[src/include/cache_mem_macros.svh]
`ifndef CACHE_MEM_MACROS_SVH
`define CACHE_MEM_MACROS_SVH

// cache line and wishbone sizes
`define LINE_BITS       128        // one cache line
`define LINE_ADDR_BITS  12         // line address
`define SEL_BITS        16         // one select per byte

// modelled line memory
`define MEM_LINES       64         // implemented lines
`define MEM_WAIT        2          // cycles from request seen to ack

// config register bus
`define CFG_ADDR_BITS   2          // four registers
`define CFG_DATA_BITS   32         // register width

`endif

[src/source/cache_mem_pkg.sv]
`default_nettype none

`include "cache_mem_macros.svh"

package cache_mem_pkg;

    // master to slave
    typedef struct packed {
        logic [`LINE_BITS-1:0]      dat_m;
        logic                       cyc;
        logic                       stb;
        logic                       we;
        logic [`SEL_BITS-1:0]       sel;
        logic [`LINE_ADDR_BITS-1:0] adr;
    } wb_req_t;

    // slave to master
    typedef struct packed {
        logic [`LINE_BITS-1:0] dat_s;
        logic                  ack;
        logic                  rty;
    } wb_rsp_t;

    typedef struct packed {
        logic                      stb;
        logic                      we;
        logic [`CFG_ADDR_BITS-1:0] adr;
        logic [`CFG_DATA_BITS-1:0] wdata;
    } cfg_req_t;

    typedef struct packed {
        logic                      ack;
        logic [`CFG_DATA_BITS-1:0] rdata;
    } cfg_rsp_t;

    typedef enum logic [1:0] {
        o_none,
        o_input0,
        o_input1
    } owner_t;

    typedef enum logic {
        mode_fixed,          // port 0 wins ties
        mode_alternate       // last loser wins ties
    } arb_mode_t;

endpackage

`default_nettype wire

[src/source/arb_config_regs.sv]
`timescale 1ns/100ps
`default_nettype none

`include "cache_mem_macros.svh"

module arb_config_regs (
    input  wire                           clk,
    input  wire                           i_reset,
    input  cache_mem_pkg::cfg_req_t       i_cfg,
    output cache_mem_pkg::cfg_rsp_t       o_cfg,
    output cache_mem_pkg::arb_mode_t      o_mode,
    input  wire                           i_grant,
    input  cache_mem_pkg::owner_t         i_grant_owner
);

    localparam logic [`CFG_ADDR_BITS-1:0] addr_mode  = 2'd0;
    localparam logic [`CFG_ADDR_BITS-1:0] addr_cnt0  = 2'd1;
    localparam logic [`CFG_ADDR_BITS-1:0] addr_cnt1  = 2'd2;
    localparam logic [`CFG_ADDR_BITS-1:0] addr_clear = 2'd3;

    logic [`CFG_DATA_BITS-1:0] grant_cnt [2];
    logic [`CFG_DATA_BITS-1:0] rd_mux;
    logic [`CFG_DATA_BITS-1:0] rdata_q;
    logic [1:0]                hit;       // grant for port 0 / port 1
    logic                      wr;
    logic                      clear;
    logic                      ack_q;

    assign wr    = i_cfg.stb && i_cfg.we;
    assign clear = wr && (i_cfg.adr == addr_clear);

    assign hit[0] = i_grant && (i_grant_owner == cache_mem_pkg::o_input0);
    assign hit[1] = i_grant && (i_grant_owner == cache_mem_pkg::o_input1);

    always_comb begin
        case (i_cfg.adr)
            addr_mode: rd_mux = {{(`CFG_DATA_BITS-1){1'b0}}, o_mode};
            addr_cnt0: rd_mux = grant_cnt[0];
            addr_cnt1: rd_mux = grant_cnt[1];
            default:   rd_mux = '0;          // clear reads as zero
        endcase
    end

    always_ff @(posedge clk) begin
        if (i_reset) begin
            ack_q        <= 1'b0;
            o_mode       <= cache_mem_pkg::mode_fixed;
            grant_cnt[0] <= '0;
            grant_cnt[1] <= '0;
        end else begin
            ack_q <= i_cfg.stb;              // single cycle access
            if (wr && (i_cfg.adr == addr_mode)) begin
                o_mode <= cache_mem_pkg::arb_mode_t'(i_cfg.wdata[0]);
            end
            for (int p = 0; p < 2; p++) begin
                if (clear) begin
                    grant_cnt[p] <= '0;      // same-cycle grant is lost
                end else if (hit[p] && (grant_cnt[p] != '1)) begin
                    grant_cnt[p] <= grant_cnt[p] + 1'b1;
                end
            end
        end
    end

    always_ff @(posedge clk) begin
        if (i_cfg.stb) begin
            rdata_q <= i_cfg.we ? '0 : rd_mux;
        end
    end

    assign o_cfg = '{ack: ack_q, rdata: rdata_q};

endmodule

`default_nettype wire

[config.mk]
export PLATFORM = sky130hd
export DESIGN_NAME = arb_config_regs
export DESIGN_NICKNAME = d
export VERILOG_FILES = /design/src/source/cache_mem_pkg.sv /design/src/source/arb_config_regs.sv
export VERILOG_INCLUDE_DIRS = /design/src /design/src/include
export SDC_FILE = /design/constraint.sdc
export NUM_CORES = 1
export LEC_CHECK = 0
export ABC_CLOCK_PERIOD_IN_PS = 4700
export BUFFER_PORTS_ARGS = -buffer_cell sky130_fd_sc_hd__buf_4
export CAP_MARGIN = 0
export CORE_UTILIZATION = 62
export CTS_CLUSTER_SIZE = 28
export DETAILED_ROUTE_END_ITERATION = 7
export GPL_TIMING_DRIVEN = 0
export HOLD_SLACK_MARGIN = 0.05
export PLACE_DENSITY = 0.86
export RECOVER_POWER = 25
export SLEW_MARGIN = 20
export SYNTH_ARGS = -nofsm -noshare
export SYNTH_HDL_FRONTEND = slang
export SYNTH_SLANG_ARGS = --single-unit
[constraint.sdc]
create_clock -name clk -period 4.7 [get_ports clk]
set_clock_uncertainty 0.05 [all_clocks]
set_input_delay 0.235 -clock clk [delete_from_list [all_inputs] [get_ports clk]]
set_output_delay 0.235 -clock clk [all_outputs]
set_load 0.05 [all_outputs]
==> results of run 1 <==
## cell usage after synthesis
cell       instances
nor2_1           106
edfxtp_1          96
a22oi_1           31
xor2_1            30
xnor2_1           28
nand3_1           25
nand2_1           24
nand4_1           14
clkbuf_1          13
and3_1            10
inv_1              9
nor3_1             9
and4_1             7
nor4_1             6
and2_1             5
buf_4              5
buf_2              4
nor2b_1            4
or3_1              3
dfxtp_1            2
ha_1               2
mux2i_1            2
nand4b_1           2
a21oi_1            1
a2bb2oi_1          1
a31o_2             1
a31oi_1            1
a41oi_1            1
and2_0             1
and4b_1            1
buf_6              1
nand3_2            1
nand3b_1           1
nand4_2            1
nand4b_4           1
nor2_2             1
nor4b_2            1
o211ai_1           1
o21ai_4            1
or2_1              1
or3_4              1
or4_1              1
or4_4              1
## placed cells by master, fill, tap and decap left out, types with 2 or more instances in the layout
| cell type | n |
|---|---|
| a22oi_1 | 31 |
| and2_1 | 5 |
| and3_1 | 10 |
| and4_1 | 7 |
| buf_2 | 4 |
| buf_4 | 24 |
| clkbuf_1 | 37 |
| clkbuf_8 | 11 |
| dfxtp_1 | 2 |
| edfxtp_1 | 96 |
| ha_1 | 2 |
| inv_1 | 9 |
| mux2i_1 | 2 |
| nand2_1 | 22 |
| nand2_2 | 2 |
| nand3_1 | 25 |
| nand4_1 | 14 |
| nand4b_1 | 2 |
| nor2_1 | 106 |
| nor2b_1 | 4 |
| nor3_1 | 9 |
| nor4_1 | 6 |
| or3_1 | 3 |
| xnor2_1 | 28 |
| xor2_1 | 30 |
## metrics by stage
step | setup slack [ns] | area (sq um)
after global routing | 1.54 | 5630
after detailed placement | 1.72 | 5500
after CTS | 1.76 | 5710
after global placement | 1.41 | 5490
after floorplan | 1.97 | 5050
final | 1.69 | 5630
## cells by family (layout without fill, tap and decap cells)
logic type      after synthesis  after routing  share of synthesized area, %
compound gates               38             38                          5.82
xor+xnor                     58             58                          10.1
fa+ha+maj                     2              2                         0.496
buf+inv                      32             91                          3.00
flops                        98             98                          57.9
mux                           2              2                         0.397
simple gates                227            227                          22.3
## final cells by class
cell class / count / area (sq um)
fillers: 565 / 2180
multi-input cells: 327 / 1980
repair buffers: 43 / 239
inverters: 9 / 33.8
flip-flops and latches: 98 / 2920
clock buffers: 12 / 155
well taps: 102 / 128
clock inverters: 4 / 51.3
plain buffers: 23 / 118
## path summary, 6_finish.rpt
kind              slack [ns]                            end                          start  cells after the start
setup / recovery        1.69  grant_cnt[0][8]$_SDFFCE_PN0P_  grant_cnt[0][2]$_SDFFCE_PN0P_                      7
hold / removal          0.07            o_mode$_SDFFE_PP0P_                       i_cfg[0]                      3
setup reg to reg        1.69  grant_cnt[0][8]$_SDFFCE_PN0P_  grant_cnt[0][2]$_SDFFCE_PN0P_                      7
hold reg to reg         0.52            o_mode$_SDFFE_PP0P_            o_mode$_SDFFE_PP0P_                      2
## worst max-delay path, stage by stage (launching register included)
cell      delay, ns
edfxtp_1       0.49
and4_1         0.22
clkbuf_1       0.24
and2_1         0.30
nand3_1        0.18
o21ai_4        0.33
buf_4          0.25
nand2_2        0.47
## layer usage
metal	global-route usage [%]	vias up	share of wire (%)
met5	0	-	0
met4	11.6	0	2.1
met3	5.72	22	11
met2	44.9	240	48
met1	39.1	1829	39
li1	-	1759	-
## sequential cells by signal (all words and copies together) (netlist names)
register   count
o_mode         1
grant_cnt     64
rdata_q       32
ack_q          1
## power breakdown
| group | internal, uW | switching [uW] |
|---|---|---|
| logic | 51.5 | 131 |
| clock network | 276 | 297 |
| registers | 1010 | 52.9 |
## timing repair
| action | 4_1_cts | 5_1_grt |
|---|---|---|
| hold endpoints to repair | 2 | 0 |
| hold buffers | 1 | 0 |
| setup endpoints to repair | 0 | 0 |
==> out/results.ini, run 1 <==
[status]
status=complete, no violations

[die]
initial_core_util_pct=64.7
dieArea_sq_mm=0.00851
dieWidth_um=92.2
num_rows=32
core_area_sq_mm=0.00781
die_h_um=92.2
ios=75

[job]
maxCapViolations=0

[worst_setup_path]
criticalPathCategory=reg2reg
start_kind=flip-flop
cp.arrival_ns=2.89
end_kind=flip-flop
worstPathRequired_ns=4.58
cp_max_fo=32

[timing]
setup_viol=0
rsz0062_at_grt=false
hold_slack_ns=0.0736
final_max_slew_viol_count=0
fin_setup_tns_ns=0
slew-limit-headroom_pct=46.2
timing.final.crit_share_pct=64.1
fin_crit_ns=3.01
hold_violations=0
max_freq_ghz=0.332
worst_pin_slew_ns=0.804

[global_routing]
grt_overflow_total=0
grt_pass1_wl_um=18200
grt_util_all_layers_pct=28.6
grt_max_degree=36
grt_pass1_vias=3618
antenna_found_initial=0

[cts]
path_clk_slew_ns=0.10
insertion_delay_ns=0.37
clkSinkCount=98
cts_root_buffer=clkbuf_8
cts_tree=yes
cts_max_level=3
post_cts_buffers=0
clk_path_buf_depth=2
numCtsBuffers=9
post_cts_resized=0

[power]
power_density_mw_per_mm2=323
p_leak_uw=0.00190
total_power_uw=1820
vdd_ir_drop_max_uv=174

[logic_synthesis]
synth.largest_area_cell=edfxtp_1
synth_top_area_share_pct=57.1
synth_area_leaders=edfxtp_1, nor2_1, xor2_1, xnor2_1, a22oi_1
yosys_warnings=0
ys_seq_elements=98
ys_types=43
avgSynthCellArea_sq_um=11.0
ys_seq_area_share_pct=57.9
synth_area_sq_mm=0.00505
synth_fp_nets=500
synthCells=457

[placed_design]
dp.cells=601
gp_congestion=0.899
place_hpwl_um=8010
port-buffer-count=42

[detailed_routing]
wl_per_cell_um=18.7
dr.first_iter.drc_count=389
drcViolationCount=0
dr_total_vias=3850
viasPerCell=6.23
drt-pass1-iter-count=5
ant_nets=0
drt-total-wl_um=11600

[finish]
finish.utilization_pct=72.1
nets=554
stdcell_count=618
synthToLayoutAreaGrowth_pct=11.4
drive_above_1_share_pct=10.7
diodes=0

[worst_hold_path]
hold_path.class=in2reg

Power figures use the tool's default switching activity.
==> inputs of run 2 (changes only) <==
--- a/config.mk
+++ b/config.mk
@@ -6,15 +6,16 @@
 export SDC_FILE = /design/constraint.sdc
 export NUM_CORES = 1
 export LEC_CHECK = 0
-export ABC_CLOCK_PERIOD_IN_PS = 4700
+export ABC_AREA = 1
+export ABC_CLOCK_PERIOD_IN_PS = 2600
 export BUFFER_PORTS_ARGS = -buffer_cell sky130_fd_sc_hd__buf_4
 export CAP_MARGIN = 0
-export CORE_UTILIZATION = 62
+export CORE_UTILIZATION = 53
 export CTS_CLUSTER_SIZE = 28
 export DETAILED_ROUTE_END_ITERATION = 7
 export GPL_TIMING_DRIVEN = 0
 export HOLD_SLACK_MARGIN = 0.05
-export PLACE_DENSITY = 0.86
+export PLACE_DENSITY = 0.77
 export RECOVER_POWER = 25
 export SLEW_MARGIN = 20
 export SYNTH_ARGS = -nofsm -noshare
==> constraint.sdc (replaced) <==
create_clock -name clk -period 2.6 [get_ports clk]
set_clock_uncertainty 0.05 [all_clocks]
set_input_delay 0.13 -clock clk [delete_from_list [all_inputs] [get_ports clk]]
set_output_delay 0.13 -clock clk [all_outputs]
set_load 0.05 [all_outputs]
==> run 2 against run 1 <==
Net effect: clock power increased by 78%; worst setup slack got worse by 1.4 ns; sequential power increased by 80%; non-clock buffer count decreased by 3; cell area increased by 18%; synthesized cell count increased by 64%; synthesized area increased by 18%; combinational power increased by 130%; first-iteration DRC count decreased by 4.1%; sequential cell count unchanged; final cell count increased by 53%; register-to-register slack got worse by 1.4 ns; highest routed layer unchanged.
==> out/results.ini, run 2 <==
[power]
intPower_uw=2390  ; was 1340 uW
sw_frac_of_total_pct=28.7  ; was 26.4%
p_sw_uw=959  ; was 480 uW
vdd_ir_drop_max_uv=306  ; was 174 uV
p_leak_uw=0.00255  ; was 0.00190 uW
p_seq_share_pct=57.0  ; was 58.5%
p_comb_share_pct=12.5  ; was 10.0%
power_density_mw_per_mm2=504  ; was 323 mW/mm^2
clkPwrFrac_pct=30.5  ; was 31.5%

[worst_setup_path]
cp.arrival_ns=2.27  ; was 2.89 ns
critPathLaunch=grant_cnt[0][1]$_SDFFCE_PN0P_  ; was grant_cnt[0][2]$_SDFFCE_PN0P_
criticalPathCategory=reg2reg  ; unchanged
reg2reg_slack_ns=0.32  ; was 1.69 ns
reg2reg_depth=9  ; was 7
end_kind=flip-flop  ; unchanged
r2r-start=grant_cnt[0][1]$_SDFFCE_PN0P_  ; was grant_cnt[0][2]$_SDFFCE_PN0P_
cp_max_fo=32  ; unchanged
worstPathRequired_ns=2.59  ; was 4.58 ns
endpoint=grant_cnt[0][7]$_SDFFCE_PN0P_  ; was grant_cnt[0][8]$_SDFFCE_PN0P_
r2r_end=grant_cnt[0][7]$_SDFFCE_PN0P_  ; was grant_cnt[0][8]$_SDFFCE_PN0P_
start_kind=flip-flop  ; unchanged

[die]
ios=75  ; unchanged
initial_core_util_pct=54.7  ; was 64.7%
dieWidth_um=108  ; was 92.2 um
dieArea_sq_mm=0.0117  ; was 0.00851 sq mm
die_h_um=108  ; was 92.2 um
core_area_sq_mm=0.0109  ; was 0.00781 sq mm
num_rows=38  ; was 32

[logic_synthesis]
yosys_warnings=0  ; unchanged
synthCells=748  ; was 457
yosysMostFrequentCell=nand2_1  ; was nor2_1
synth_top_area_share_pct=48.4  ; was 57.1%
ys.flop_type=edfxtp_1  ; unchanged
synth_fp_nets=791  ; was 500
async_reset_ff_share_pct=0  ; unchanged
synth.largest_area_cell=edfxtp_1  ; unchanged
ys_seq_elements=98  ; unchanged
avgSynthCellArea_sq_um=7.96  ; was 11.0 sq um
synth_area_leaders=edfxtp_1, nand2_1, nor2_1, inv_1, nand3_1  ; was edfxtp_1, nor2_1, xor2_1, xnor2_1, a22oi_1
synth_area_sq_mm=0.00595  ; was 0.00505 sq mm
ys_seq_area_share_pct=49.1  ; was 57.9%
ys_types=32  ; was 43
synth_edf_count=96  ; unchanged
synth_commonest_cells=nand2_1, nor2_1, inv_1  ; was nor2_1, edfxtp_1, a22oi_1

[finish]
layout_commonest_cell=nand2_1  ; was nor2_1
largest_reg_flops=64  ; unchanged
diodes=0  ; unchanged
final_cell_mix=nand2_1, nor2_1, inv_1, edfxtp_1, nand3_1  ; was nor2_1, edfxtp_1, clkbuf_1, a22oi_1, xor2_1
drive_above_1_share_pct=12.6  ; was 10.7%
stdcell_count=948  ; was 618
top_regs=grant_cnt (64), rdata_q (32)  ; unchanged
synthToLayoutAreaGrowth_pct=11.5  ; was 11.4%
nets=846  ; was 554
regMostFlops=grant_cnt  ; unchanged
finish.utilization_pct=61.0  ; was 72.1%
final_area_sq_mm=0.00664  ; was 0.00563 sq mm

[worst_hold_path]
hold_start=i_reset  ; was i_cfg[0]
hold_depth=4  ; was 3
hold_path.class=in2reg  ; unchanged

[global_routing]
grt_util_all_layers_pct=26.4  ; was 28.6%
grt_max_degree=36  ; unchanged
grt_pass1_wl_um=23000  ; was 18200 um
grt_overflow_total=0  ; unchanged
antenna_found_initial=0  ; unchanged
grt_pass1_vias=4773  ; was 3618

[timing]
fin_crit_ns=2.28  ; was 3.01 ns
max_freq_ghz=0.439  ; was 0.332 GHz
slew-limit-headroom_pct=60.2  ; was 46.2%
worst_slack_ns=0.323  ; was 1.69 ns
final_max_slew_viol_count=0  ; unchanged
rsz0062_at_grt=false  ; unchanged
timing.final.crit_share_pct=87.6  ; was 64.1%
hold_violations=0  ; unchanged
setup_viol=0  ; unchanged
worst_pin_slew_ns=0.600  ; was 0.804 ns
hold_slack_ns=0.0789  ; was 0.0736 ns

[cts]
cts_root_buffer=clkbuf_8  ; unchanged
post_cts_buffers=0  ; unchanged
cts_tree=yes  ; unchanged
clk_path_buf_depth=2  ; unchanged
clkSinkCount=98  ; unchanged
cts_max_level=3  ; unchanged
insertion_delay_ns=0.38  ; was 0.37 ns
path_clk_slew_ns=0.10  ; about the same
numCtsBuffers=9  ; unchanged

[detailed_routing]
dr_total_vias=4970  ; was 3850
drt-total-wl_um=14300  ; was 11600 um
dr.first_iter.drc_count=373  ; was 389
ant_nets=0  ; unchanged
drt-pass1-iter-count=5  ; unchanged
wl_per_cell_um=15.1  ; was 18.7 um
viasPerCell=5.24  ; was 6.23
drcViolationCount=0  ; unchanged

[job]
maxCapViolations=0  ; unchanged

[placed_design]
gp_congestion=0.960  ; was 0.899
pre_cts_ws_ns=-0.116  ; was 1.72 ns
dpl_cell_area_sq_mm=0.00645  ; was 0.00550 sq mm
place_hpwl_um=10800  ; was 8010 um
dp.cells=930  ; was 601
port-buffer-count=42  ; unchanged

[status]
status=complete, no violations  ; unchanged

## run 2: through the flow
stage / setup TNS, ns / power (uW)
detailed placement: -3.67 / 2360
floorplan: 0 / 2210
global route: 0 / 3450
global placement: -15.61 / 2350
CTS: 0 / 3340
finish: 0 / 3350
## run 2: how the worst min path moves through the flow
stage / end
after floorplan: ack_q$_SDFF_PP0_
after global placement: ack_q$_SDFF_PP0_
after detailed placement: ack_q$_SDFF_PP0_
after CTS: o_mode$_SDFFE_PP0P_
after global routing: rdata_q[1]$_SDFFCE_PP0P_
final: o_mode$_SDFFE_PP0P_
## run 2: final cells by class
| class | count | area, sq um |
|---|---|---|
| Buffer | 19 | 131 |
| Clock buffer | 9 | 124 |
| Clock inverter | 7 | 70.1 |
| Fill cell | 961 | 4250 |
| Inverter | 115 | 432 |
| Multi-Input combinational cell | 516 | 2480 |
| Sequential cell | 98 | 2920 |
| Tap cell | 140 | 175 |
| Timing Repair Buffer | 44 | 302 |
## run 2: kinds of logic (layout without fill, tap and decap cells)
family,count (synthesis),in the layout,share of synthesized area [%]
and+or+nand+nor,445,445,32.7
buffers and inverters,134,194,9.46
DFF,98,98,49.1
AOI/OAI and AO/OA,36,36,3.51
xor gates and xnor gates,33,33,4.86
adders and majority gates,2,2,0.420
## run 2: critical path: stages (launching register included)
cell and delay, ns:
edfxtp_1 0.47, ha_1 0.26, nand3_2 0.12, inv_2 0.05, nand2_2 0.14, nor2_8 0.07, nand4_2 0.08, nand2_2 0.13
buf_12 0.22, nand2_4 0.34
## run 2: routing by layer
| layer | vias to the layer above | routed length (um) | GRT usage (%) | share of wire, % |
|---|---|---|---|---|
| met2 | 231 | 6510 | 41.6 | 45 |
| met5 | - | 0 | 0 | 0 |
| li1 | 2470 | - | - | - |
| met1 | 2233 | 6320 | 35.3 | 44 |
| met3 | 36 | 979 | 4.34 | 6.8 |
| met4 | 0 | 510 | 13.3 | 3.6 |
## run 2: power groups by stage
stage / registers [uW] / logic (uW) / clock network [uW]
after floorplan: 2010 / 200 / 0
after global placement: 1940 / 409 / 0
after global routing: 1920 / 457 / 1070
final: 1910 / 420 / 1020
after detailed placement: 1940 / 417 / 0
after CTS: 1910 / 423 / 1020
## run 2: what timing repair did
item | CTS | global route
endpoints found under the hold margin | 2 | 0
setup endpoints to repair | 0 | 64
hold buffers | 2 | 0
resized for setup | 0 | 2
