### src/include/cache_mem_macros.svh
`ifndef CACHE_MEM_MACROS_SVH
`define CACHE_MEM_MACROS_SVH

// cache line and wishbone sizes
`define LINE_BITS       128        // one cache line
`define LINE_ADDR_BITS  12         // line address
`define SEL_BITS        16         // one select per byte

// modelled line memory
`define MEM_LINES       64         // implemented lines
`define MEM_WAIT        2          // cycles from request seen to ack

// config register bus
`define CFG_ADDR_BITS   2          // four registers
`define CFG_DATA_BITS   32         // register width

`endif

### src/source/cache_mem_pkg.sv
`default_nettype none

`include "cache_mem_macros.svh"

package cache_mem_pkg;

    // master to slave
    typedef struct packed {
        logic [`LINE_BITS-1:0]      dat_m;
        logic                       cyc;
        logic                       stb;
        logic                       we;
        logic [`SEL_BITS-1:0]       sel;
        logic [`LINE_ADDR_BITS-1:0] adr;
    } wb_req_t;

    // slave to master
    typedef struct packed {
        logic [`LINE_BITS-1:0] dat_s;
        logic                  ack;
        logic                  rty;
    } wb_rsp_t;

    typedef struct packed {
        logic                      stb;
        logic                      we;
        logic [`CFG_ADDR_BITS-1:0] adr;
        logic [`CFG_DATA_BITS-1:0] wdata;
    } cfg_req_t;

    typedef struct packed {
        logic                      ack;
        logic [`CFG_DATA_BITS-1:0] rdata;
    } cfg_rsp_t;

    typedef enum logic [1:0] {
        o_none,
        o_input0,
        o_input1
    } owner_t;

    typedef enum logic {
        mode_fixed,          // port 0 wins ties
        mode_alternate       // last loser wins ties
    } arb_mode_t;

endpackage

`default_nettype wire

### src/source/wb_barrier.sv
`timescale 1ns/100ps
`default_nettype none

// one register stage on a wishbone bundle, cuts the path into the arbiter
module wb_barrier #(
    parameter type payload_t = logic
) (
    input  wire      clk,
    input  wire      i_reset,
    input  payload_t i_d,
    output payload_t o_q
);

    // zero is idle for both bundles, so cyc/stb/ack come up low
    always_ff @(posedge clk) begin
        if (i_reset) begin
            o_q <= '0;
        end else begin
            o_q <= i_d;
        end
    end

endmodule

`default_nettype wire

### src/source/cache_arbiter.sv
`timescale 1ns/100ps
`default_nettype none

module cache_arbiter (
    input  wire                           clk,
    input  wire                           i_reset,
    input  cache_mem_pkg::wb_req_t        i_port0,
    input  cache_mem_pkg::wb_req_t        i_port1,
    output cache_mem_pkg::wb_rsp_t        o_port0,
    output cache_mem_pkg::wb_rsp_t        o_port1,
    output cache_mem_pkg::wb_req_t        o_mem,
    input  cache_mem_pkg::wb_rsp_t        i_mem,
    input  cache_mem_pkg::arb_mode_t      i_mode,
    output logic                          o_grant,
    output cache_mem_pkg::owner_t         o_grant_owner
);

    // what a non-owner sees
    localparam cache_mem_pkg::wb_rsp_t rsp_idle = '{dat_s: '0, ack: 1'b0, rty: 1'b1};

    cache_mem_pkg::wb_req_t req0_q;    // registered port 0 request
    cache_mem_pkg::wb_req_t req1_q;    // registered port 1 request
    cache_mem_pkg::wb_rsp_t rsp_q;     // registered memory response

    cache_mem_pkg::owner_t owner;
    cache_mem_pkg::owner_t next_owner;
    logic last_was0;                   // port 0 held the last grant
    logic prefer1;                     // port 1 wins a tie
    logic new_grant;

    wb_barrier #(.payload_t(cache_mem_pkg::wb_req_t)) u_bar_port0 (
        .clk     (clk),
        .i_reset (i_reset),
        .i_d     (i_port0),
        .o_q     (req0_q)
    );

    wb_barrier #(.payload_t(cache_mem_pkg::wb_req_t)) u_bar_port1 (
        .clk     (clk),
        .i_reset (i_reset),
        .i_d     (i_port1),
        .o_q     (req1_q)
    );

    wb_barrier #(.payload_t(cache_mem_pkg::wb_rsp_t)) u_bar_mem (
        .clk     (clk),
        .i_reset (i_reset),
        .i_d     (i_mem),
        .o_q     (rsp_q)
    );

    assign prefer1 = (i_mode == cache_mem_pkg::mode_alternate) && last_was0;

    // owner transitions, all from the registered requests
    always_comb begin
        next_owner = owner;
        case (owner)
            cache_mem_pkg::o_none: begin
                if (req0_q.cyc && req1_q.cyc) begin
                    next_owner = prefer1 ? cache_mem_pkg::o_input1 : cache_mem_pkg::o_input0;
                end else if (req0_q.cyc) begin
                    next_owner = cache_mem_pkg::o_input0;
                end else if (req1_q.cyc) begin
                    next_owner = cache_mem_pkg::o_input1;
                end
            end
            cache_mem_pkg::o_input0: begin
                if (!req0_q.cyc) begin                  // released, other side next
                    next_owner = req1_q.cyc ? cache_mem_pkg::o_input1 : cache_mem_pkg::o_none;
                end
            end
            cache_mem_pkg::o_input1: begin
                if (!req1_q.cyc) begin
                    next_owner = req0_q.cyc ? cache_mem_pkg::o_input0 : cache_mem_pkg::o_none;
                end
            end
            default: next_owner = cache_mem_pkg::o_none;
        endcase
    end

    assign new_grant = (next_owner != cache_mem_pkg::o_none) && (next_owner != owner);

    always_ff @(posedge clk) begin
        if (i_reset) begin
            owner         <= cache_mem_pkg::o_none;
            o_grant       <= 1'b0;
            o_grant_owner <= cache_mem_pkg::o_none;
            last_was0     <= 1'b0;      // so port 0 takes the first tie
        end else begin
            owner         <= next_owner;
            o_grant       <= new_grant;  // pulse as the owner takes over
            o_grant_owner <= new_grant ? next_owner : cache_mem_pkg::o_none;
            if (new_grant) begin
                last_was0 <= (next_owner == cache_mem_pkg::o_input0);
            end
        end
    end

    // owner passes through, everyone else retries
    always_comb begin
        o_mem   = '0;
        o_port0 = rsp_idle;
        o_port1 = rsp_idle;
        case (owner)
            cache_mem_pkg::o_input0: begin
                o_mem   = req0_q;
                o_port0 = rsp_q;
            end
            cache_mem_pkg::o_input1: begin
                o_mem   = req1_q;
                o_port1 = rsp_q;
            end
            default: begin
                o_mem = '0;                 // bus idle
            end
        endcase
    end

endmodule

`default_nettype wire

### config.mk
export PLATFORM = sky130hd
export DESIGN_NAME = cache_arbiter
export DESIGN_NICKNAME = d
export VERILOG_FILES = /design/src/source/cache_mem_pkg.sv /design/src/source/wb_barrier.sv /design/src/source/cache_arbiter.sv
export VERILOG_INCLUDE_DIRS = /design/src /design/src/include
export SDC_FILE = /design/constraint.sdc
export NUM_CORES = 1
export LEC_CHECK = 0
export ABC_AREA = 1
export BUFFER_PORTS_ARGS = -buffer_cell sky130_fd_sc_hd__buf_2
export CAP_MARGIN = 20
export CORE_AREA = 2 2 345 347
export CTS_BUF_LIST = sky130_fd_sc_hd__clkbuf_8
export DETAILED_ROUTE_END_ITERATION = 10
export DIE_AREA = 0 0 347 349
export GPL_TIMING_DRIVEN = 0
export HOLD_SLACK_MARGIN = 0.15
export PLACE_DENSITY_LB_ADDON = 0.15
export SLEW_MARGIN = 10
export SYNTH_ARGS = -nofsm -noshare
export SYNTH_HDL_FRONTEND = slang
export SYNTH_SLANG_ARGS = --single-unit
### constraint.sdc
create_clock -name clk -period 1.9 [get_ports clk]
set_input_delay 0.38 -clock clk [delete_from_list [all_inputs] [get_ports clk]]
set_output_delay 0.38 -clock clk [all_outputs]
set_load 0.005 [all_outputs]
==> results.toml, run 1 <==
[routing]
vias = 19800
first_iter_violations = 829
wl_per_cell_um = 18.32
first_pass_iters = 5
wl_um = 102800
drc = 0
postRouteAntennaNets = 0
via_per_inst = 3.527

[sta]
fin_crit_ns = 2.699
clock_skew_ns = 0.02787
rsz0062_at_grt = "true"
period_share_pct = 142.1
relSlewSlack_pct = 32.12
hold_viol = 0
max_freq_mhz = 370.5
slew_viol_final = 0
worstMarginPinSlew_ns = 1.018
whs_ns = 0.3587
fin_tns_setup_ns = -271.92
fin_ws_ns = -0.7994
setup_viol = 423

[min_path]
hold_class = "input port to flop"
whs_path_depth = 4

[cells_and_area]
nets = 4456
nFillCells = 13230
area_growth_pct = 91.36
drive_gt1_share_pct = 33.93
final_area_um2 = 33050

[setup_path]
required_ns = 1.52
cp_data_arrival_time_ns = 2.32
cp-end-kind = "output port"
crit_fanout = 9
r2r_cells = 16
worstSetupPathType = "flop to output port"
start_kind = "flop"

[flow_run]
drv_cap = 0

[clocking]
cts_tree = "yes"
cts_root_buf = "clkbuf_8"
numCtsBuffers = 92
ctsHtreeMaxLevel = 3
clk_latency_ns = 0.73
cts.sinks = 454
clk_pin_slew_ns = 0.06
clk_path_buf_depth = 3

[synthesis]
ys_warn_count = 0
syn_inst = 2533
netlist_area_um2 = 17270
synth.avg_cell_area_um2 = 6.818
ys_types = 16
ys_seq_elements = 454
synth-seq-area-share_pct = 52.63
syn-num-nets = 2989

[floorplan]
die_y_um = 349
start_util_pct = 14.70
rows = 126
boundaryPins = 873
die_area_um2 = 121100
die-width_um = 347
coreArea_um2 = 117500

[placed_design]
detailed_place_hpwl_um = 78100
gp_congestion = 0.7909
place_area_um2 = 23630
io_buffer_count = 871

[global_route]
grt_busiest_layer = "met2"
grt_pass1_vias = 20260
grt_max_degree = 16
antenna_found_initial = 19
grtUsageMet1_pct = 16.52
grt_overflow_total = 0
grt_first_pass_wirelength_um = 138700
grtUsageTotal_pct = 16.05
grt_use_met2_pct = 30.61
grtUsageMet3_pct = 4.865

[status]
status = "complete, but fails checks"
violations = "setup timing"

[pwr]
leakagePower_uw = 0.01890
power.density_nw_per_um2 = 777.5
ir_drop_mv = 0.4645
-- through the flow --
| stage | worst slack (ns) | instances | total power, µW | utilization, % |
|---|---|---|---|---|
| finish | -0.7994 | 5614 | 25690 | 28.14 |
| CTS | -1.004 | 5574 | 25720 | 26.75 |
| detailed placement | -1.663 | 4944 | 13310 | 20.12 |
| floorplan | 0.008672 | 2533 | 11590 | - |
| global placement | -1.655 | 4940 | 13290 | 20.05 |
| global route | -0.9555 | 5611 | 27030 | 28.13 |
-- layer usage --
metal / vias up / routed length (µm)
met3: 159 / 6581
met5: - / 105
met1: 9012 / 38720
met2: 632 / 54390
li1: 9983 / -
met4: 16 / 3030
-- logic make-up (layout without fill, tap and decap cells) --
family	count (synthesis)	after routing	synth area share, %
and+or+nand+nor	1059	1059	23.13
buffers and inverters	853	2390	19.17
DFF	454	454	52.63
AOI/OAI and AO/OA	162	162	4.709
adders and majority gates	5	5	0.3622
other	0	8	0
-- flip-flops by register name, indices dropped and copies added, names as in the netlist --
register,flops
last_was0,1
u_bar_port1.o_q,159
u_bar_mem.o_q,130
owner,2
u_bar_port0.o_q,159
o_grant,1
o_grant_owner,2
-- critical path: stages, from the launching register on --
cell and delay, ns:
dfxtp_4 0.38, buf_6 0.11, ha_4 0.15, buf_12 0.18
buf_16 0.19, buf_12 0.15, nand2_4 0.05, a21oi_4 0.18
buf_2 0.14
-- synthesized netlist by cell type --
cell type	instances	area, µm²
clkinv_1	2	7.510
dfxtp_1	454	9089
o21ai_1	1	5.000
o211ai_1	1	7.510
nor2_1	452	1697
buf_1	6	22.52
inv_1	718	2695
nand3_1	4	20.02
nand2_2	6	37.54
ha_1	5	62.56
clkbuf_1	49	183.9
a21oi_1	160	800.8
nand2_1	597	2241
inv_2	1	3.750
buf_6	2	22.52
buf_2	75	375.4
-- final cells by class --
class / count / area (µm²) / share of cell area (%)
diodes: 8 / 20.02 / 0.06058
plain buffers: 130 / 1544 / 4.672
clock buffers: 119 / 1638 / 4.956
clock inverters: 45 / 295.3 / 0.8935
inverters: 721 / 2724 / 8.242
multi-input cells: 1226 / 5782 / 17.50
flip-flops and latches: 454 / 9096 / 27.52
well taps: 1536 / 1922 / 5.815
repair buffers: 1375 / 10030 / 30.34
-- report_power, final --
part	switching, µW	total, µW	internal (µW)
Sequential	262	10300	10100
Clock	4800	10700	5920
Combinational	2340	4660	2320
Total	7400	25700	18300
-- what timing repair did --
action | 4_1_cts | 5_1_grt
cloned | 7 | 21
pin swaps | 13 | 42
gates resized for setup | 298 | 313
buffers inserted | 10 | 15
endpoints found under the setup margin | 423 | 423
hold buffers | 449 | 0
endpoints found under the hold margin | 449 | 0
-- layout by cell type (no fill, tap or decap), types with 16 or more instances in the layout --
cell type / Yosys / final
buf_12: 0 / 40
buf_2: 75 / 871
nor2_1: 452 / 452
dfxtp_1: 454 / 452
nand2_2: 6 / 64
clkbuf_8: 0 / 121
buf_6: 2 / 39
a21oi_2: 0 / 90
dlygate4sd3_1: 0 / 449
nand2_4: 0 / 28
clkbuf_1: 49 / 19
buf_8: 0 / 19
a21oi_1: 160 / 54
nand2_1: 597 / 511
buf_4: 0 / 23
clkbuf_16: 0 / 26
inv_1: 718 / 741
a21oi_4: 0 / 16
-- path summary, 6_finish.rpt --
check	start	end	slack, ns
max	owner[0]	o_mem[153]	-0.80
min	i_port1[64]	u_bar_port1.o_q[64]	0.36
max reg2reg	owner[0]	o_grant_owner[0]	-0.09
min reg2reg	last_was0	last_was0	0.48
No activity file was read; power rests on OpenSTA's default activity.
==> run 2, diff against run 1 <==
--- a/config.mk
+++ b/config.mk
@@ -7,12 +7,12 @@
 export NUM_CORES = 1
 export LEC_CHECK = 0
 export ABC_AREA = 1
-export BUFFER_PORTS_ARGS = -buffer_cell sky130_fd_sc_hd__buf_2
 export CAP_MARGIN = 20
-export CORE_AREA = 2 2 345 347
+export CORE_AREA = 2 2 341 343
 export CTS_BUF_LIST = sky130_fd_sc_hd__clkbuf_8
 export DETAILED_ROUTE_END_ITERATION = 10
-export DIE_AREA = 0 0 347 349
+export DIE_AREA = 0 0 343 345
+export DONT_BUFFER_PORTS = 1
 export GPL_TIMING_DRIVEN = 0
 export HOLD_SLACK_MARGIN = 0.15
 export PLACE_DENSITY_LB_ADDON = 0.15
==> results.toml, run 2 (synthesis results as in run 1) <==
[routing]
via_per_inst = 3.591
first_iter_violations = 455
drc = 0
postRouteAntennaNets = 0
first_pass_iters = 4
wl_um = 100000
wl_per_cell_um = 20.93
vias = 17160

[cells_and_area]
final_cell_mix = "inv_1 (582), nor2_1 (452), dfxtp_1 (452)"
final_area_um2 = 32510
nFillCells = 12560
reg_top3 = "u_bar_port0.o_q x159, u_bar_port1.o_q x159, u_bar_mem.o_q x130"
drive_gt1_share_pct = 31.73
area_growth_pct = 88.23
nets = 3645
utilization_pct = 28.24
stdcell_count = 4778
final_common_cell = "inv_1"

[sta]
max_freq_mhz = 384.2
slew_viol_final = 0
fin_ws_ns = -0.7025
fin_crit_ns = 2.602
rsz0062_at_grt = "true"
clock_skew_ns = 0.006612
relSlewSlack_pct = 28.23
setup_viol = 423
period_share_pct = 137.0
hold_viol = 0
worstMarginPinSlew_ns = 1.076

[global_route]
grtUsageTotal_pct = 16.28
antenna_found_initial = 9
grt_max_degree = 14
grt_first_pass_wirelength_um = 135400
grt_overflow_total = 0
grt_pass1_vias = 18260

[clocking]
clk_pin_slew_ns = 0.06
numCtsBuffers = 88
cts_tree = "yes"
clk_path_buf_depth = 3
cts.sinks = 454
ctsHtreeMaxLevel = 3
clk_latency_ns = 0.68
cts_root_buf = "clkbuf_8"

[setup_path]
cp-end-kind = "output port"
start_kind = "flop"
required_ns = 1.52
crit_fanout = 5
worstSetupPathType = "flop to output port"
cp_data_arrival_time_ns = 2.22

[floorplan]
rows = 125
die-width_um = 343
die_area_um2 = 118300
start_util_pct = 15.00
coreArea_um2 = 115100
die_y_um = 345
boundaryPins = 873

[pwr]
power.density_nw_per_um2 = 785.4
ir_drop_mv = 0.5001
leakagePower_uw = 0.01736

[placed_design]
dp_cells = 4060
io_buffer_count = 0
place_area_um2 = 19230
gp_congestion = 0.8039
detailed_place_hpwl_um = 71880

[status]
status = "complete, but fails checks"
violations = "setup timing"

[flow_run]
drv_cap = 0

[min_path]
hold_class = "input port to flop"
-- run 2: changes by cell type in the layout (fill, tap and decap cells not counted), sizes merged --
cell,change
clkbuf,-15
clkinvlp,+2
clkinv,-1
buf,-806
bufinv,-1
inv,-3
-- run 2: area by class of cell --
type | instances | area [µm²] | area share (%)
antenna | 8 | 20.02 | 0.06158
buffer | 123 | 1608 | 4.946
clock buffer | 105 | 1445 | 4.445
clock inverter | 42 | 239.0 | 0.7351
inverter | 721 | 2821 | 8.679
multi-input combinational | 1226 | 8621 | 26.52
sequential | 454 | 9096 | 27.98
tap | 1524 | 1907 | 5.866
timing repair buffer | 575 | 6751 | 20.77
-- run 2: worst paths after layout --
kind,start,to,slack (ns),depth (start not counted)
max,owner[0],o_port0[11],-0.70,9
min reg2reg,last_was0,last_was0,0.49,2
max reg2reg,owner[0],o_grant_owner[0],-0.15,17
min,i_reset,u_bar_port1.o_q[158],0.27,3
-- run 2: stage by stage --
step / total power (µW) / TNS, ns / setup WS, ns / hold WS [ns]
finish: 25530 / -241.78 / -0.7025 / 0.2746
global placement: 12660 / -610.30 / -1.841 / 0.4804
detailed placement: 12670 / -389.79 / -1.669 / 0.4846
CTS: 25730 / -312.44 / -0.8720 / 0.2033
global route: 26810 / -302.51 / -0.8425 / 0.2354
floorplan: 11590 / 0 / 0.008672 / 0.4569
-- run 2: layer usage --
metal	routed length [µm]	share of wire [%]	GRT usage, %
met1	37260	37	17.31
met2	53280	53	30.98
met3	7430	7.4	4.783
met4	2050	2.0	3.877
met5	0	0	0
-- run 2: worst max-delay path, stage by stage, from the launching register on --
cell       delay [ns]
dfxtp_4          0.37
buf_12           0.13
ha_4             0.17
buf_12           0.14
buf_16           0.15
clkbuf_16        0.18
buf_12           0.15
buf_16           0.14
nand2_4          0.05
inv_2            0.04
-- run 2: what timing repair did --
item | 4_1_cts | 5_1_grt
setup endpoints to repair | 423 | 423
gates resized for setup | 1075 | 435
hold buffers | 449 | 0
cloned | 44 | 7
buffers inserted | 62 | 32
endpoints found under the hold margin | 452 | 0
pin swaps | 93 | 94
-- run 2: power breakdown --
group,internal [µW],switching [µW]
clock network,5130,4620
registers,10100,408
logic,2510,2810
==> run 3, diff against run 2 <==
--- a/config.mk
+++ b/config.mk
@@ -8,10 +8,10 @@
 export LEC_CHECK = 0
 export ABC_AREA = 1
 export CAP_MARGIN = 20
-export CORE_AREA = 2 2 341 343
+export CORE_AREA = 2 2 344 346
 export CTS_BUF_LIST = sky130_fd_sc_hd__clkbuf_8
 export DETAILED_ROUTE_END_ITERATION = 10
-export DIE_AREA = 0 0 343 345
+export DIE_AREA = 0 0 346 348
 export DONT_BUFFER_PORTS = 1
 export GPL_TIMING_DRIVEN = 0
 export HOLD_SLACK_MARGIN = 0.15
@@ -19,4 +19,5 @@
 export SLEW_MARGIN = 10
 export SYNTH_ARGS = -nofsm -noshare
 export SYNTH_HDL_FRONTEND = slang
+export SYNTH_HIERARCHICAL = 1
 export SYNTH_SLANG_ARGS = --single-unit
==> results.toml, run 3 <==
[status]
status = "complete, but fails checks"
violations = "setup timing"

[synthesis]
synth_common_cells = "inv_1 (718), nand2_1 (597), dfxtp_1 (454)"
synth.avg_cell_area_um2 = 6.943
yosys.area.top_type_share_pct = 51.68
synth_area_leader_cell = "dfxtp_1"
ys_warn_count = 6
yosys-top-cells-area = "dfxtp_1 (52%), inv_1 (15%), nand2_1 (13%), nor2_1 (9.2%), a21oi_1 (4.6%)"
ys_seq_elements = 454
synth_edf_count = 0
synth-seq-area-share_pct = 51.68
synth_ff_type = "dfxtp_1"
syn_inst = 2533
synth.most_common_cell = "inv_1"
netlist_area_um2 = 17590
async_flop_share_pct = 0
syn-num-nets = 2989
ys_types = 18

[global_route]
grt_overflow_total = 0
grtUsageTotal_pct = 14.34
grt_pass1_vias = 17960
antenna_found_initial = 9
grt_first_pass_wirelength_um = 124800
grt_max_degree = 16

[routing]
postRouteAntennaNets = 0
vias = 17080
first_iter_violations = 530
drc = 0
wl_per_cell_um = 19.42
via_per_inst = 3.577
first_pass_iters = 6
wl_um = 92760

[clocking]
clk_latency_ns = 0.72
cts.sinks = 454
clk_pin_slew_ns = 0.06
clk_path_buf_depth = 3
cts_root_buf = "clkbuf_8"
ctsHtreeMaxLevel = 3
cts_tree = "yes"
numCtsBuffers = 90

[sta]
clock_skew_ns = 0.03025
relSlewSlack_pct = 51.96
hold_viol = 0
period_share_pct = 141.0
max_freq_mhz = 373.3
slew_viol_final = 0
whs_ns = 0.2889
fin_tns_setup_ns = -247.58
worstMarginPinSlew_ns = 0.7182
setup_viol = 420
fin_ws_ns = -0.7791
rsz0062_at_grt = "true"
fin_crit_ns = 2.679

[floorplan]
die-width_um = 346
die_y_um = 348
start_util_pct = 15.03
rows = 126
die_area_um2 = 120400
coreArea_um2 = 117000
boundaryPins = 873

[placed_design]
dp_cells = 4074
place_ws_ns = -1.147
gp_congestion = 0.7926
place_area_um2 = 19580
detailed_place_hpwl_um = 66870
io_buffer_count = 0

[cells_and_area]
nFillCells = 12790
final_common_cell = "inv_1"
final_area_um2 = 31860
final_cell_mix = "inv_1 (598), dfxtp_1 (452), dlygate4sd3_1 (450)"
reg_top3 = "u_bar_port0/o_q x159, u_bar_port1/o_q x159, u_bar_mem/o_q x130"
stdcell_count = 4776
drive_gt1_share_pct = 29.48
area_growth_pct = 81.14
nets = 3632

[setup_path]
required_ns = 1.52
start_kind = "flop"
cp_data_arrival_time_ns = 2.30
worstSetupPathType = "flop to output port"
reg2reg_setup_slack_ns = -0.08
crit_fanout = 8
cp-end-kind = "output port"

[pwr]
leakagePower_uw = 0.01658
ir_drop_mv = 0.4988
power.density_nw_per_um2 = 792.3

[flow_run]
drv_cap = 0

[min_path]
hold_class = "input port to flop"
-- run 3: cell count changes after synthesis --
cell | previous run | this run
nor2_2 | 0 | 20
buf_6 | 2 | 40
nor2_1 | 452 | 432
clkbuf_1 | 49 | 30
buf_4 | 0 | 1
buf_2 | 75 | 57
buf_1 | 6 | 4
-- run 3: cells by family (layout without fill, tap and decap cells) --
family | Yosys count | in the layout | share of synthesized area [%]
adder cells (fa/ha/maj) | 5 | 5 | 0.3557
AO/OA/AOI/OAI | 162 | 162 | 4.624
buffers and inverters | 853 | 1556 | 20.34
AND/OR/NAND/NOR | 1059 | 1059 | 23.00
flip-flops | 454 | 454 | 51.68
other | 0 | 4 | 0
-- run 3: final timing paths --
kind	from	depth (start not counted)	end
setup / recovery	owner[1]	8	o_mem[145]
hold / removal	i_port1[61]	3	u_bar_port1/o_q[61]
setup reg to reg	owner[1]	16	o_grant_owner[0]
hold reg to reg	last_was0	2	last_was0
-- run 3: report_power, final --
group,switching (µW),internal (µW),total [µW]
Sequential,377,10100,10400
Clock,4640,5240,9880
Combinational,2610,2320,4930
-- run 3: routing by layer --
| layer | GRT usage (%) | routed length [µm] | vias up |
|---|---|---|---|
| met1 | 15.10 | 35060 | 7956 |
| met3 | 4.482 | 6090 | 154 |
| met5 | 0 | 224 | - |
| li1 | - | - | 8320 |
| met4 | 5.837 | 3568 | 10 |
| met2 | 26.35 | 47810 | 643 |
-- run 3: timing repair --
item | 4_1_cts | 5_1_grt
gates resized for setup | 717 | 602
gates cloned | 25 | 27
setup buffers | 36 | 33
endpoints found under the hold margin | 454 | 0
endpoints found under the setup margin | 423 | 423
pin swaps | 45 | 71
hold buffers | 450 | 0
-- run 3: worst max-delay path: stages (launching register included) --
cell and delay (ns):
dfxtp_4 0.39, inv_4 0.05, ha_4 0.29, clkinv_8 0.06, clkbuf_16 0.16, buf_12 0.14, buf_8 0.13, buf_12 0.14
a21oi_4 0.18
-- run 3: cell type report --
class                      count  area, µm²  share of cell area (%)
clock inverter                49      319.1                   1.002
inverter                     721       2816                   8.841
timing repair buffer         560       6513                   20.44
tap                         1536       1922                   6.033
sequential                   454       9096                   28.55
clock buffer                 103       1418                   4.450
multi-input combinational   1226       8043                   25.25
antenna                        4      10.01                 0.03142
buffer                       123       1720                   5.400
-- run 3: through the flow --
step                      utilization (%)  total power (µW)
final                               27.23             25240
after global routing                27.23             26500
after CTS                           25.19             25070
after detailed placement            16.74             12660
after global placement              16.68             12640
after floorplan                         -             11670
